**src/verilog/bp_consts.svh**
```systemverilog
`ifndef BP_CONSTS_SVH
`define BP_CONSTS_SVH

// Fetch address width
`define BP_PC_W 32

// Global history length, also log2 of the counter table size
`define BP_GHR_W 4
`define BP_PHT_DEPTH (1 << `BP_GHR_W)

// Tagged tables, index from PC[5:2], tag from PC[31:6]
`define BP_TBL_IDX_W 4
`define BP_TBL_DEPTH (1 << `BP_TBL_IDX_W)
`define BP_PC_LSB 2
`define BP_TAG_LSB (`BP_PC_LSB + `BP_TBL_IDX_W)
`define BP_TAG_W (`BP_PC_W - `BP_TAG_LSB)

// Sequential fetch step and fetch address after reset
`define BP_PC_STEP 32'd4
`define BP_RESET_PC 32'h0000_0000

`endif

```
**src/verilog/bp_fetch_pkg.sv**
```systemverilog
`include "bp_consts.svh"

// Address-side types of the fetch predictor
package bp_fetch_pkg;

    // Fetch or resolve address
    typedef logic [`BP_PC_W-1:0] pc_t;

    // Target buffer entry payload
    // Only the taken target is kept, the tag lives in the table itself
    typedef struct packed {
        pc_t target;
    } target_t;

    // Byte offset of a 32-bit instruction word
    localparam int unsigned PC_ALIGN_BITS = `BP_PC_LSB;

    // Word-aligned check on a fetch address
    function automatic logic pc_aligned(input pc_t addr);
        return addr[PC_ALIGN_BITS-1:0] == '0;
    endfunction

endpackage

```
**src/verilog/bp_predict_pkg.sv**
```systemverilog
`include "bp_consts.svh"

// Direction-side types of the fetch predictor
package bp_predict_pkg;

    // Global history, newest outcome in bit 0
    typedef logic [`BP_GHR_W-1:0] ghr_t;

    // 2-bit saturating counter states
    typedef enum logic [1:0] {
        CTR_SNT = 2'b00,
        CTR_WNT = 2'b01,
        CTR_WT  = 2'b10,
        CTR_ST  = 2'b11
    } ctr_t;

    // Counter state after reset
    localparam ctr_t CTR_RESET = CTR_WNT;

    // Recovery entry, direction predicted at fetch
    typedef struct packed {
        logic pred_taken;
    } recovery_t;

endpackage

```
**src/verilog/resolve_if.sv**
```systemverilog
`timescale 1ns/10ps

// One resolved control-flow event from execute
// Plain levels, valid for the cycle they are presented
interface resolve_if;

    import bp_fetch_pkg::*;

    // Conditional branch in execute
    logic branch;
    // Branch outcome
    logic taken;
    // Address of the resolving instruction
    pc_t  pc;
    // Computed branch or jump target
    pc_t  target;
    // Unconditional jump in execute
    logic jump;
    // Target buffer hit carried down the pipe with the instruction
    logic id_hit;

    // Driver side
    modport ctrl (
        output branch, taken, pc, target, jump, id_hit
    );

    // Counter table only needs the branch outcome
    modport pht (
        input branch, taken
    );

    // PC unit sees the whole event
    modport fetch (
        input branch, taken, pc, target, jump, id_hit
    );

endinterface

```
**src/verilog/pattern_history_table.sv**
```systemverilog
`timescale 1ns/10ps
`include "bp_consts.svh"

// Global history register plus a table of 2-bit saturating counters
// Indexed by history alone
module pattern_history_table (
    input  logic          clk,
    input  logic          rst_n,
    resolve_if.pht        rsv,
    output logic          taken
);

    import bp_predict_pkg::*;

    // History register
    ghr_t ghr_q;

    // Counter array
    ctr_t ctr_q [`BP_PHT_DEPTH];

    // Counter under the current history
    ctr_t ctr_cur;

    // Counter value after the resolved outcome
    ctr_t ctr_upd;

    // One step toward the outcome, clamped at both ends
    function automatic ctr_t ctr_step(input ctr_t cur, input logic up);
        ctr_t nxt;
        nxt = cur;
        case (cur)
            CTR_SNT: nxt = up ? CTR_WNT : CTR_SNT;
            CTR_WNT: nxt = up ? CTR_WT  : CTR_SNT;
            CTR_WT:  nxt = up ? CTR_ST  : CTR_WNT;
            CTR_ST:  nxt = up ? CTR_ST  : CTR_WT;
            default: nxt = CTR_RESET;
        endcase
        return nxt;
    endfunction

    assign ctr_cur = ctr_q[ghr_q];
    assign ctr_upd = ctr_step(ctr_cur, rsv.taken);

    // Weak-taken or stronger predicts taken
    assign taken = (ctr_cur == CTR_WT) || (ctr_cur == CTR_ST);

    // Counter update uses the pre-shift history
    always_ff @(posedge clk or negedge rst_n) begin
        if (!rst_n) begin
            for (int i = 0; i < `BP_PHT_DEPTH; i++) begin
                ctr_q[i] <= CTR_RESET;
            end
        end else if (rsv.branch) begin
            ctr_q[ghr_q] <= ctr_upd;
        end
    end

    // Shift in the outcome on every resolved branch
    always_ff @(posedge clk or negedge rst_n) begin
        if (!rst_n) begin
            ghr_q <= '0;
        end else if (rsv.branch) begin
            ghr_q <= {ghr_q[`BP_GHR_W-2:0], rsv.taken};
        end
    end

endmodule

```
**src/verilog/tagged_table.sv**
```systemverilog
`timescale 1ns/10ps
`include "bp_consts.svh"

// Direct-mapped tagged table with a valid bit per entry
// Read and write use separate addresses
module tagged_table #(
    parameter type payload_t = logic
) (
    input  logic               clk,
    input  logic               rst_n,
    // Lookup port
    input  bp_fetch_pkg::pc_t  rd_pc,
    output logic               rd_hit,
    output payload_t           rd_data,
    // Update port
    input  logic               wr_en,
    input  bp_fetch_pkg::pc_t  wr_pc,
    input  payload_t           wr_data
);

    localparam int IDX_W = `BP_TBL_IDX_W;
    localparam int TAG_W = `BP_TAG_W;

    // Entry storage
    logic             valid_q [`BP_TBL_DEPTH];
    logic [TAG_W-1:0] tag_q   [`BP_TBL_DEPTH];
    payload_t         data_q  [`BP_TBL_DEPTH];

    // Address split for both ports
    logic [IDX_W-1:0] rd_idx;
    logic [TAG_W-1:0] rd_tag;
    logic [IDX_W-1:0] wr_idx;
    logic [TAG_W-1:0] wr_tag;

    assign rd_idx = rd_pc[`BP_TAG_LSB-1:`BP_PC_LSB];
    assign rd_tag = rd_pc[`BP_PC_W-1:`BP_TAG_LSB];
    assign wr_idx = wr_pc[`BP_TAG_LSB-1:`BP_PC_LSB];
    assign wr_tag = wr_pc[`BP_PC_W-1:`BP_TAG_LSB];

    // Combinational lookup
    // Same-cycle write is not forwarded, old entry is returned
    assign rd_hit  = valid_q[rd_idx] && (tag_q[rd_idx] == rd_tag);
    assign rd_data = data_q[rd_idx];

    // Valid bits
    always_ff @(posedge clk or negedge rst_n) begin
        if (!rst_n) begin
            for (int i = 0; i < `BP_TBL_DEPTH; i++) begin
                valid_q[i] <= 1'b0;
            end
        end else if (wr_en) begin
            valid_q[wr_idx] <= 1'b1;
        end
    end

    // Tag and payload, whole entry replaced on write
    always_ff @(posedge clk) begin
        if (wr_en) begin
            tag_q[wr_idx]  <= wr_tag;
            data_q[wr_idx] <= wr_data;
        end
    end

endmodule

```
**src/verilog/fetch_pc_unit.sv**
```systemverilog
`timescale 1ns/10ps
`include "bp_consts.svh"

// Fetch PC register and next-PC selection
module fetch_pc_unit (
    input  logic                      clk,
    input  logic                      rst_n,
    resolve_if.fetch                  rsv,
    // Target buffer lookup at the current PC
    input  logic                      btb_hit,
    input  bp_fetch_pkg::target_t     btb_target,
    // Direction from the counter table
    input  logic                      pred_taken,
    // Recovery lookup at the resolve PC
    input  logic                      rec_hit,
    input  bp_predict_pkg::recovery_t rec_data,
    output bp_fetch_pkg::pc_t         pc,
    output logic                      mispredict,
    output logic                      redirect,
    output logic                      btb_wr_en
);

    import bp_fetch_pkg::*;

    pc_t pc_seq;
    pc_t pc_fix;
    pc_t pc_next;

    // Jump, or a taken branch the target buffer missed at fetch
    assign redirect = rsv.jump || (rsv.branch && rsv.taken && !rsv.id_hit);

    // Recorded direction disagrees with the outcome
    assign mispredict = rsv.branch && rec_hit && (rec_data.pred_taken != rsv.taken);

    // Install targets of taken branches
    assign btb_wr_en = rsv.branch && rsv.taken;

    assign pc_seq = pc + `BP_PC_STEP;

    // Correction path, target or fall-through of the resolving branch
    assign pc_fix = rsv.taken ? rsv.target : rsv.pc + `BP_PC_STEP;

    // Priority: redirect, mispredict, predicted taken, sequential
    always_comb begin
        if (redirect) begin
            pc_next = rsv.target;
        end else if (mispredict) begin
            pc_next = pc_fix;
        end else if (btb_hit && pred_taken) begin
            pc_next = btb_target.target;
        end else begin
            pc_next = pc_seq;
        end
    end

    // PC register
    always_ff @(posedge clk or negedge rst_n) begin
        if (!rst_n) begin
            pc <= `BP_RESET_PC;
        end else begin
            pc <= pc_next;
        end
    end

endmodule

```
**src/verilog/branch_predictor_top.sv**
```systemverilog
`timescale 1ns/10ps
`include "bp_consts.svh"

// Fetch-side global branch predictor
module branch_predictor_top (
    input  logic                clk,
    input  logic                rst_n,
    // Resolve event from execute
    input  logic                id_ex_branch,
    input  logic                pcsrc,
    input  logic [`BP_PC_W-1:0] id_ex_pc,
    input  logic [`BP_PC_W-1:0] pc_branch,
    input  logic                id_ex_jump,
    input  logic                id_ex_hit,
    // Fetch side
    output logic [`BP_PC_W-1:0] pc,
    output logic                wrong,
    output logic                first_and_pcsrc,
    output logic                hit,
    output logic                taken
);

    import bp_fetch_pkg::*;
    import bp_predict_pkg::*;

    // Target buffer read data
    target_t   btb_target;
    // Recovery table read side
    logic      rec_hit;
    recovery_t rec_data;
    // Target buffer write strobe from the PC unit
    logic      btb_wr_en;

    // Resolve bundle
    resolve_if rsv ();

    assign rsv.branch = id_ex_branch;
    assign rsv.taken  = pcsrc;
    assign rsv.pc     = id_ex_pc;
    assign rsv.target = pc_branch;
    assign rsv.jump   = id_ex_jump;
    assign rsv.id_hit = id_ex_hit;

    // Direction prediction
    pattern_history_table i_pht (
        .clk   (clk),
        .rst_n (rst_n),
        .rsv   (rsv.pht),
        .taken (taken)
    );

    // Target buffer
    // Looked up at fetch, filled by taken branches at resolve
    tagged_table #(
        .payload_t (target_t)
    ) i_btb (
        .clk     (clk),
        .rst_n   (rst_n),
        .rd_pc   (pc),
        .rd_hit  (hit),
        .rd_data (btb_target),
        .wr_en   (btb_wr_en),
        .wr_pc   (id_ex_pc),
        .wr_data (pc_branch)
    );

    // Recovery table
    // Records the fetch-time direction of every target buffer hit
    tagged_table #(
        .payload_t (recovery_t)
    ) i_rec (
        .clk     (clk),
        .rst_n   (rst_n),
        .rd_pc   (id_ex_pc),
        .rd_hit  (rec_hit),
        .rd_data (rec_data),
        .wr_en   (hit),
        .wr_pc   (pc),
        .wr_data (taken)
    );

    // Fetch PC and next-PC selection
    fetch_pc_unit i_fetch (
        .clk        (clk),
        .rst_n      (rst_n),
        .rsv        (rsv.fetch),
        .btb_hit    (hit),
        .btb_target (btb_target),
        .pred_taken (taken),
        .rec_hit    (rec_hit),
        .rec_data   (rec_data),
        .pc         (pc),
        .mispredict (wrong),
        .redirect   (first_and_pcsrc),
        .btb_wr_en  (btb_wr_en)
    );

endmodule

```
**config.mk**
```make
export PLATFORM = sky130hd
export DESIGN_NAME = branch_predictor_top
export DESIGN_NICKNAME = d
export VERILOG_FILES = /design/src/verilog/bp_fetch_pkg.sv /design/src/verilog/bp_predict_pkg.sv /design/src/verilog/resolve_if.sv /design/src/verilog/pattern_history_table.sv /design/src/verilog/tagged_table.sv /design/src/verilog/fetch_pc_unit.sv /design/src/verilog/branch_predictor_top.sv
export VERILOG_INCLUDE_DIRS = /design/src /design/src/verilog
export SDC_FILE = /design/constraint.sdc
export NUM_CORES = 2
export LEC_CHECK = 0
export CAP_MARGIN = 20
export CORE_UTILIZATION = 55
export DETAILED_ROUTE_END_ITERATION = 10
export DONT_BUFFER_PORTS = 1
export PLACE_DENSITY = 0.8
export SYNTH_ARGS = -nofsm -noshare
export SYNTH_HDL_FRONTEND = slang
export SYNTH_HIERARCHICAL = 1
export SYNTH_SLANG_ARGS = --single-unit
```
**constraint.sdc**
```tcl
create_clock -name clk -period 9.3 [get_ports clk]
set_clock_uncertainty 0.15 [all_clocks]
set_input_delay 0.465 -clock clk [delete_from_list [all_inputs] [get_ports clk]]
set_output_delay 0.465 -clock clk [all_outputs]
set_load 0.005 [all_outputs]
```
; ---- Word level (Yosys, flattened, before mapping)
; Memories as Yosys holds them, arrays and structs flattened.
; Cells that the tools add are included.
[totals]
ramBits = 1360
memories = 4
out_inout_bits = 36
ff_bits = 100
inputBits = 70
[mem_list]
columns = name, depth, word_bits, rd, rd_ports_with_merged_regs, wr, line
row1 = i_btb.data_q, 16, 32, 1, 0, 1, tagged_table.sv:27  ; payload_t data_q [`BP_TBL_DEPTH];
row2 = i_btb.tag_q, 16, 26, 1, 0, 1, tagged_table.sv:26  ; logic [TAG_W-1:0] tag_q [`BP_TBL_DEPTH];
row3 = i_rec.tag_q, 16, 26, 1, 0, 1, tagged_table.sv:26
row4 = i_rec.data_q, 16, 1, 1, 0, 1, tagged_table.sv:27
[op_classes]
n_eq_ne = 6
n_bitwise = 5
n_lt_le_gt_ge = 6
add_sub_neg = 2
reduce_logical = 14
muxes = 29
[op_table]
columns = cell, count
row1 = $mux W32, 4
row2 = $add A32 B3 Y32 const B, 2
row3 = $eq A26 B26 Y1, 2
row4 = $bwmux W32, 1
row5 = $or A16 B16 Y16, 2
row6 = $ge A5 B5 Y1 const B, 3
row7 = $lt A5 B1 Y1 const B, 3
row8 = $not A4 Y5, 3
row9 = $mux W1, 12
row10 = $logic_and A1 B1 Y1, 10
row11 = $mux W2, 5
row12 = $bmux W1 S4, 2
row13 = $bmux W2 S4, 1
row14 = $demux W1 S4, 2
row15 = $demux W2 S4, 1
row16 = $pmux W2 S4, 1
row17 = $eq A2 B2 Y1 const B, 2
row18 = $eq A2 B1 Y1 const B, 1
row19 = $logic_not A2 Y1, 1
row20 = $logic_or A1 B1 Y1, 2
row21 = $logic_not A1 Y1, 1
row22 = $ne A1 B1 Y1, 1

; ---- Depth between registers and ports, before layout
[depth]
word_depth = 10
depth_mapped = 20
depth_no_buf = 12

; ---- Hierarchy
; Netlist, hierarchy kept.
[modules_own_cells]
columns = module, cells_per_inst, seq_area_each_um2, area_per_inst_um2, n_inst
row1 = tagged_table at i_btb, 1535, 28267.1, 36510.0, 1
row2 = tagged_table at i_rec, 813, 13372.8, 17702.0, 1
row3 = fetch_pc_unit, 370, 800.8, 2910.3, 1
row4 = pattern_history_table, 132, 920.9, 1760.4, 1

; ---- Worst setup path after synthesis
; No wires, ideal clock.
[synth_path]
kind = input-to-reg
start = input port pcsrc
end = register i_btb/valid_q[15] (netlist name)
path_stages = 5
required_ns = 9.061
slack_ns = 3.303
t_arrival_ns = 5.758
path_buffers = 1
path_cell_list = buf_2 and2_1 or3b_2 nor3_1 or2_2
[synth_between]
elab_chain_cells = 1
[synth_rtl]
columns = element, line
row1 = from (decl), branch_predictor_top.sv:10  ; input logic pcsrc,
row2 = $logic_and A1 B1 Y1, fetch_pc_unit.sv:36  ; assign btb_wr_en = rsv.branch && rsv.taken;
row3 = net btb_wr_en, branch_predictor_top.sv:32  ; logic btb_wr_en;
row4 = "to (signal, indexed assignment)", tagged_table.sv:49  ; valid_q[i] <= 1'b0;
row5 = "to (signal, indexed assignment)", tagged_table.sv:52  ; valid_q[wr_idx] <= 1'b1;
row6 = to (decl), tagged_table.sv:25  ; logic valid_q [`BP_TBL_DEPTH];
; The timed path passes the listed nets, and every way through them passes these cells.
; A chain may end at the register's enable or synchronous reset.

; ---- Worst setup path after layout
[layout_path]
start = register i_fetch.pc[4]
end = memory i_rec/tag_q[3][9] (netlist name), enable pin
[layout_between]
elab_chain_cells = 7
elab_cells_between_ends = 9
classes_between = eq/ne (1) / mux (5) / bitwise (1) / reduce/logical (1) / memory (1)
[layout_rtl]
columns = element, line
row1 = from (decl), fetch_pc_unit.sv:17  ; output bp_fetch_pkg::pc_t pc,
row2 = from (signal assigned), fetch_pc_unit.sv:59  ; pc <= `BP_RESET_PC;
row3 = from (signal assigned), fetch_pc_unit.sv:61  ; pc <= pc_next;
row4 = "parallel branches: the longest is 4 deep, another holds $mem_v2 Z16 W26", n/a
row5 = $logic_and A1 B1 Y1 (*), tagged_table.sv:42  ; assign rd_hit = valid_q[rd_idx] && (tag_q[rd_idx] == rd_tag);
row6 = net hit, branch_predictor_top.sv:19  ; output logic hit,
row7 = $mux W1 (*), tagged_table.sv:58  ; if (wr_en) begin
row8 = $mux W1 (not written as such) (*), tagged_table.sv:59  ; tag_q[wr_idx] <= wr_tag;
row9 = to (decl), tagged_table.sv:26
; Mark *: on every way through the listed nets, which the timed path passes. The select of a mux whose other input is x is not followed.

==> metrics.cfg <==
[die]
fp.dieArea_um2 = 108400
die_y_um = 329.2
ioPinCount = 106
core_um2 = 105700
start_util = 0.5570
rows = 119
die_w_um = 329.2

[run]
maxCapViolCount = 0

[placement]
place_area_um2 = 60760
place.gp.congestion = 0.9460
port_buffers = 0
dp_hpwl_um = 83080
place_ws_ns = 2.900
dp.cells = 4173

[sta]
worst_slew_pin_slew_ns = 1.210
min_period_ns = 6.156
hold_viol = 0
rsz0062_at_grt = false
max_freq_mhz = 162.5
whs_ns = 0.02875
setup_viol = 0
period_share = 0.6619
fin_ws_ns = 3.144
tns_ns = 0
drv_slew = 0
slew_headroom = 0.1936

[pwr]
irDropWorstVdd_mv = 0.1772
p_leak_nw = 21.28
totalPowerFinal_mw = 14.67
powerDensity_nw_per_um2 = 221.3

[route]
dr.pass1.iters = 11
drtIter0Drc = 5441
routed-via-count = 31730
drtAntennaViolNets = 0
via_per_inst = 6.995
wl_um = 158000
wl_per_cell_um = 34.84
drc = 21

[global_route]
grt_pass1_vias = 31610
grt_usage = 0.2961
antenna_found_initial = 18
grt-ovfl-total = 0
grt_pass1_wl_um = 225400
grt_max_degree = 123

[finish]
fin_nets = 3081
drive_above_1_share = 0.2548
final_util = 0.6273
area_growth_pct = 12.61
layout_commonest_cell = edfxtp_1
fin_cells = 4536
num-fill-cells = 6773
layout_common_cells = 1,360 x edfxtp_1, 377 x mux4_2, 147 x clkbuf_16
stdcell_area_um2 = 66310

[worst_setup_path]
crit_arrival_ns = 6.36
rrSetupSlack_ns = 3.14
cp_max_fo = 51
r2r-start = i_fetch/pc[4]$_DFF_PN0_
crit_type = reg -> reg
reg2reg_depth = 11
cp-end-kind = flop
worst_setup_path_start_kind = flop
r2r_end = i_rec/tag_q[3][9]$_DFFE_PP_
required_ns = 9.51

[status]
outcome = finished with violations
violations = DRC

[yosys]
synth-edff-count = 1360
syn-cell-area_um2 = 58880
synth-async-reset-ratio = 0.06849
synth.distinct_cells = 81
syn_nets = 2922
yosysSeqAreaShare = 0.7364
synth_warnings = 6
synth-seq-cells = 1460
synthFlopType = edfxtp_1
syn_area_per_cell_um2 = 20.66
netlist_instances = 2850

[clocking]
cts_buffers = 143
cts-root-buf = clkbuf_16
clk_pin_slew_ns = 0.06
clkLatencyLatePin_ns = 0.77
clock_path_buffers = 3
ctsHoldBuffers = 75
post_cts_buffers = 0
ctsHtreeMaxLevel = 4
cts.sinks = 1460
cts_resized = 0
cts_tree = built

[hold_path]
hold_end = i_fetch/pc[8]$_DFF_PN0_
hp-start = id_ex_pc[7]
whs_path_depth = 4
hold_path_class = in -> reg

-- worst max-delay path by stage --
stage                                       start  slack [ns]                            end
after floorplan                             pcsrc        3.30  i_btb/valid_q[15]$_DFFE_PN0P_
after global placement    i_fetch/pc[3]$_DFF_PN0_        3.00    i_rec/tag_q[9][9]$_DFFE_PP_
after detailed placement  i_fetch/pc[3]$_DFF_PN0_        2.90   i_rec/tag_q[9][18]$_DFFE_PP_
after CTS                 i_fetch/pc[3]$_DFF_PN0_        2.87   i_rec/tag_q[9][19]$_DFFE_PP_
after global routing      i_fetch/pc[2]$_DFF_PN0_        3.01   i_rec/tag_q[1][23]$_DFFE_PP_
final                     i_fetch/pc[4]$_DFF_PN0_        3.14    i_rec/tag_q[3][9]$_DFFE_PP_
-- power by group --
group	internal, mW	switching [mW]
clock network	3.21	2.43
logic	0.651	0.844
registers	7.40	0.137
total	11.3	3.41
-- registers in the layout, indices dropped and copies added, names as in the netlist --
signal	cells
i_btb/data_q	512
i_btb/tag_q	416
i_btb/valid_q	16
i_fetch/pc	32
i_pht/ctr_q	32
i_pht/ghr_q	4
i_rec/data_q	16
i_rec/tag_q	416
i_rec/valid_q	16
-- logic make-up (layout without fill, tap and decap cells) --
kind of cell / after synthesis / count (layout) / share of synthesized area
other: 0 / 21 / 0
buffers and inverters: 173 / 447 / 0.01492
xor gates and xnor gates: 107 / 107 / 0.01592
adders and majority gates: 6 / 6 / 0.001169
and+or+nand+nor: 361 / 361 / 0.03264
DFF: 1460 / 1460 / 0.7364
muxes: 506 / 506 / 0.1704
AOI/OAI and AO/OA: 237 / 237 / 0.02858
-- metal layers --
layer	wire, µm	global-route usage
met1	54210	0.4002
met2	73890	0.4592
met3	22000	0.07847
met4	7827	0.1283
met5	96	0
-- layout make-up --
cell class	instances	area, µm²	area share
diodes	21	52.55	0.0007925
inverters	35	131.4	0.001981
clock buffers	176	3787	0.05712
multi-input cells	1217	14890	0.2245
flip-flops and latches	1460	43370	0.6541
well taps	1391	1740	0.02625
repair buffers	152	1565	0.02361
clock inverters	84	773.2	0.01166
-- Yosys cell counts, drive strengths merged, types with 6 or more instances --
cell type / instances / share of area
buf: 83 / 0.0092
nand4: 25 / 0.0029
and4: 11 / 0.0017
nand3: 32 / 0.0027
mux2: 31 / 0.0059
a21oi: 37 / 0.0031
a211oi: 6 / 0.00085
o22ai: 7 / 0.00074
mux2i: 85 / 0.014
o31ai: 13 / 0.0017
o21ai: 54 / 0.0046
or2: 32 / 0.0034
clkbuf: 55 / 0.0035
a22o: 10 / 0.0015
a221o: 9 / 0.0015
and3: 7 / 0.00077
o221ai: 11 / 0.0017
mux4: 390 / 0.15
xnor2: 63 / 0.0094
nor2: 83 / 0.0053
nor3: 31 / 0.0026
xor2: 44 / 0.0065
a221oi: 12 / 0.0020
nor4: 11 / 0.0013
or4: 13 / 0.0017
or3: 6 / 0.00074
nand2: 62 / 0.0040
and2: 11 / 0.0012
inv: 35 / 0.0022
dfstp: 16 / 0.0071
nand3b: 8 / 0.0010
a31oi: 13 / 0.0014
edfxtp: 1360 / 0.69
a22oi: 19 / 0.0024
dfrtp: 84 / 0.036
nor2b: 13 / 0.0014
a31o: 6 / 0.00089
nand2b: 8 / 0.00085
-- critical path, cell delays in order (launching register included) --
cell and delay (ns):
dfrtp_4 1.04, buf_4 0.60, mux4_2 0.41, mux2i_1 0.38
o32ai_1 0.19, o32a_1 0.24, nor4_2 0.21, nand4_1 0.23
a2111oi_4 0.55, buf_6 0.25, or3b_2 0.59, nor2_4 0.84
(Power assumes the default switching activity.)
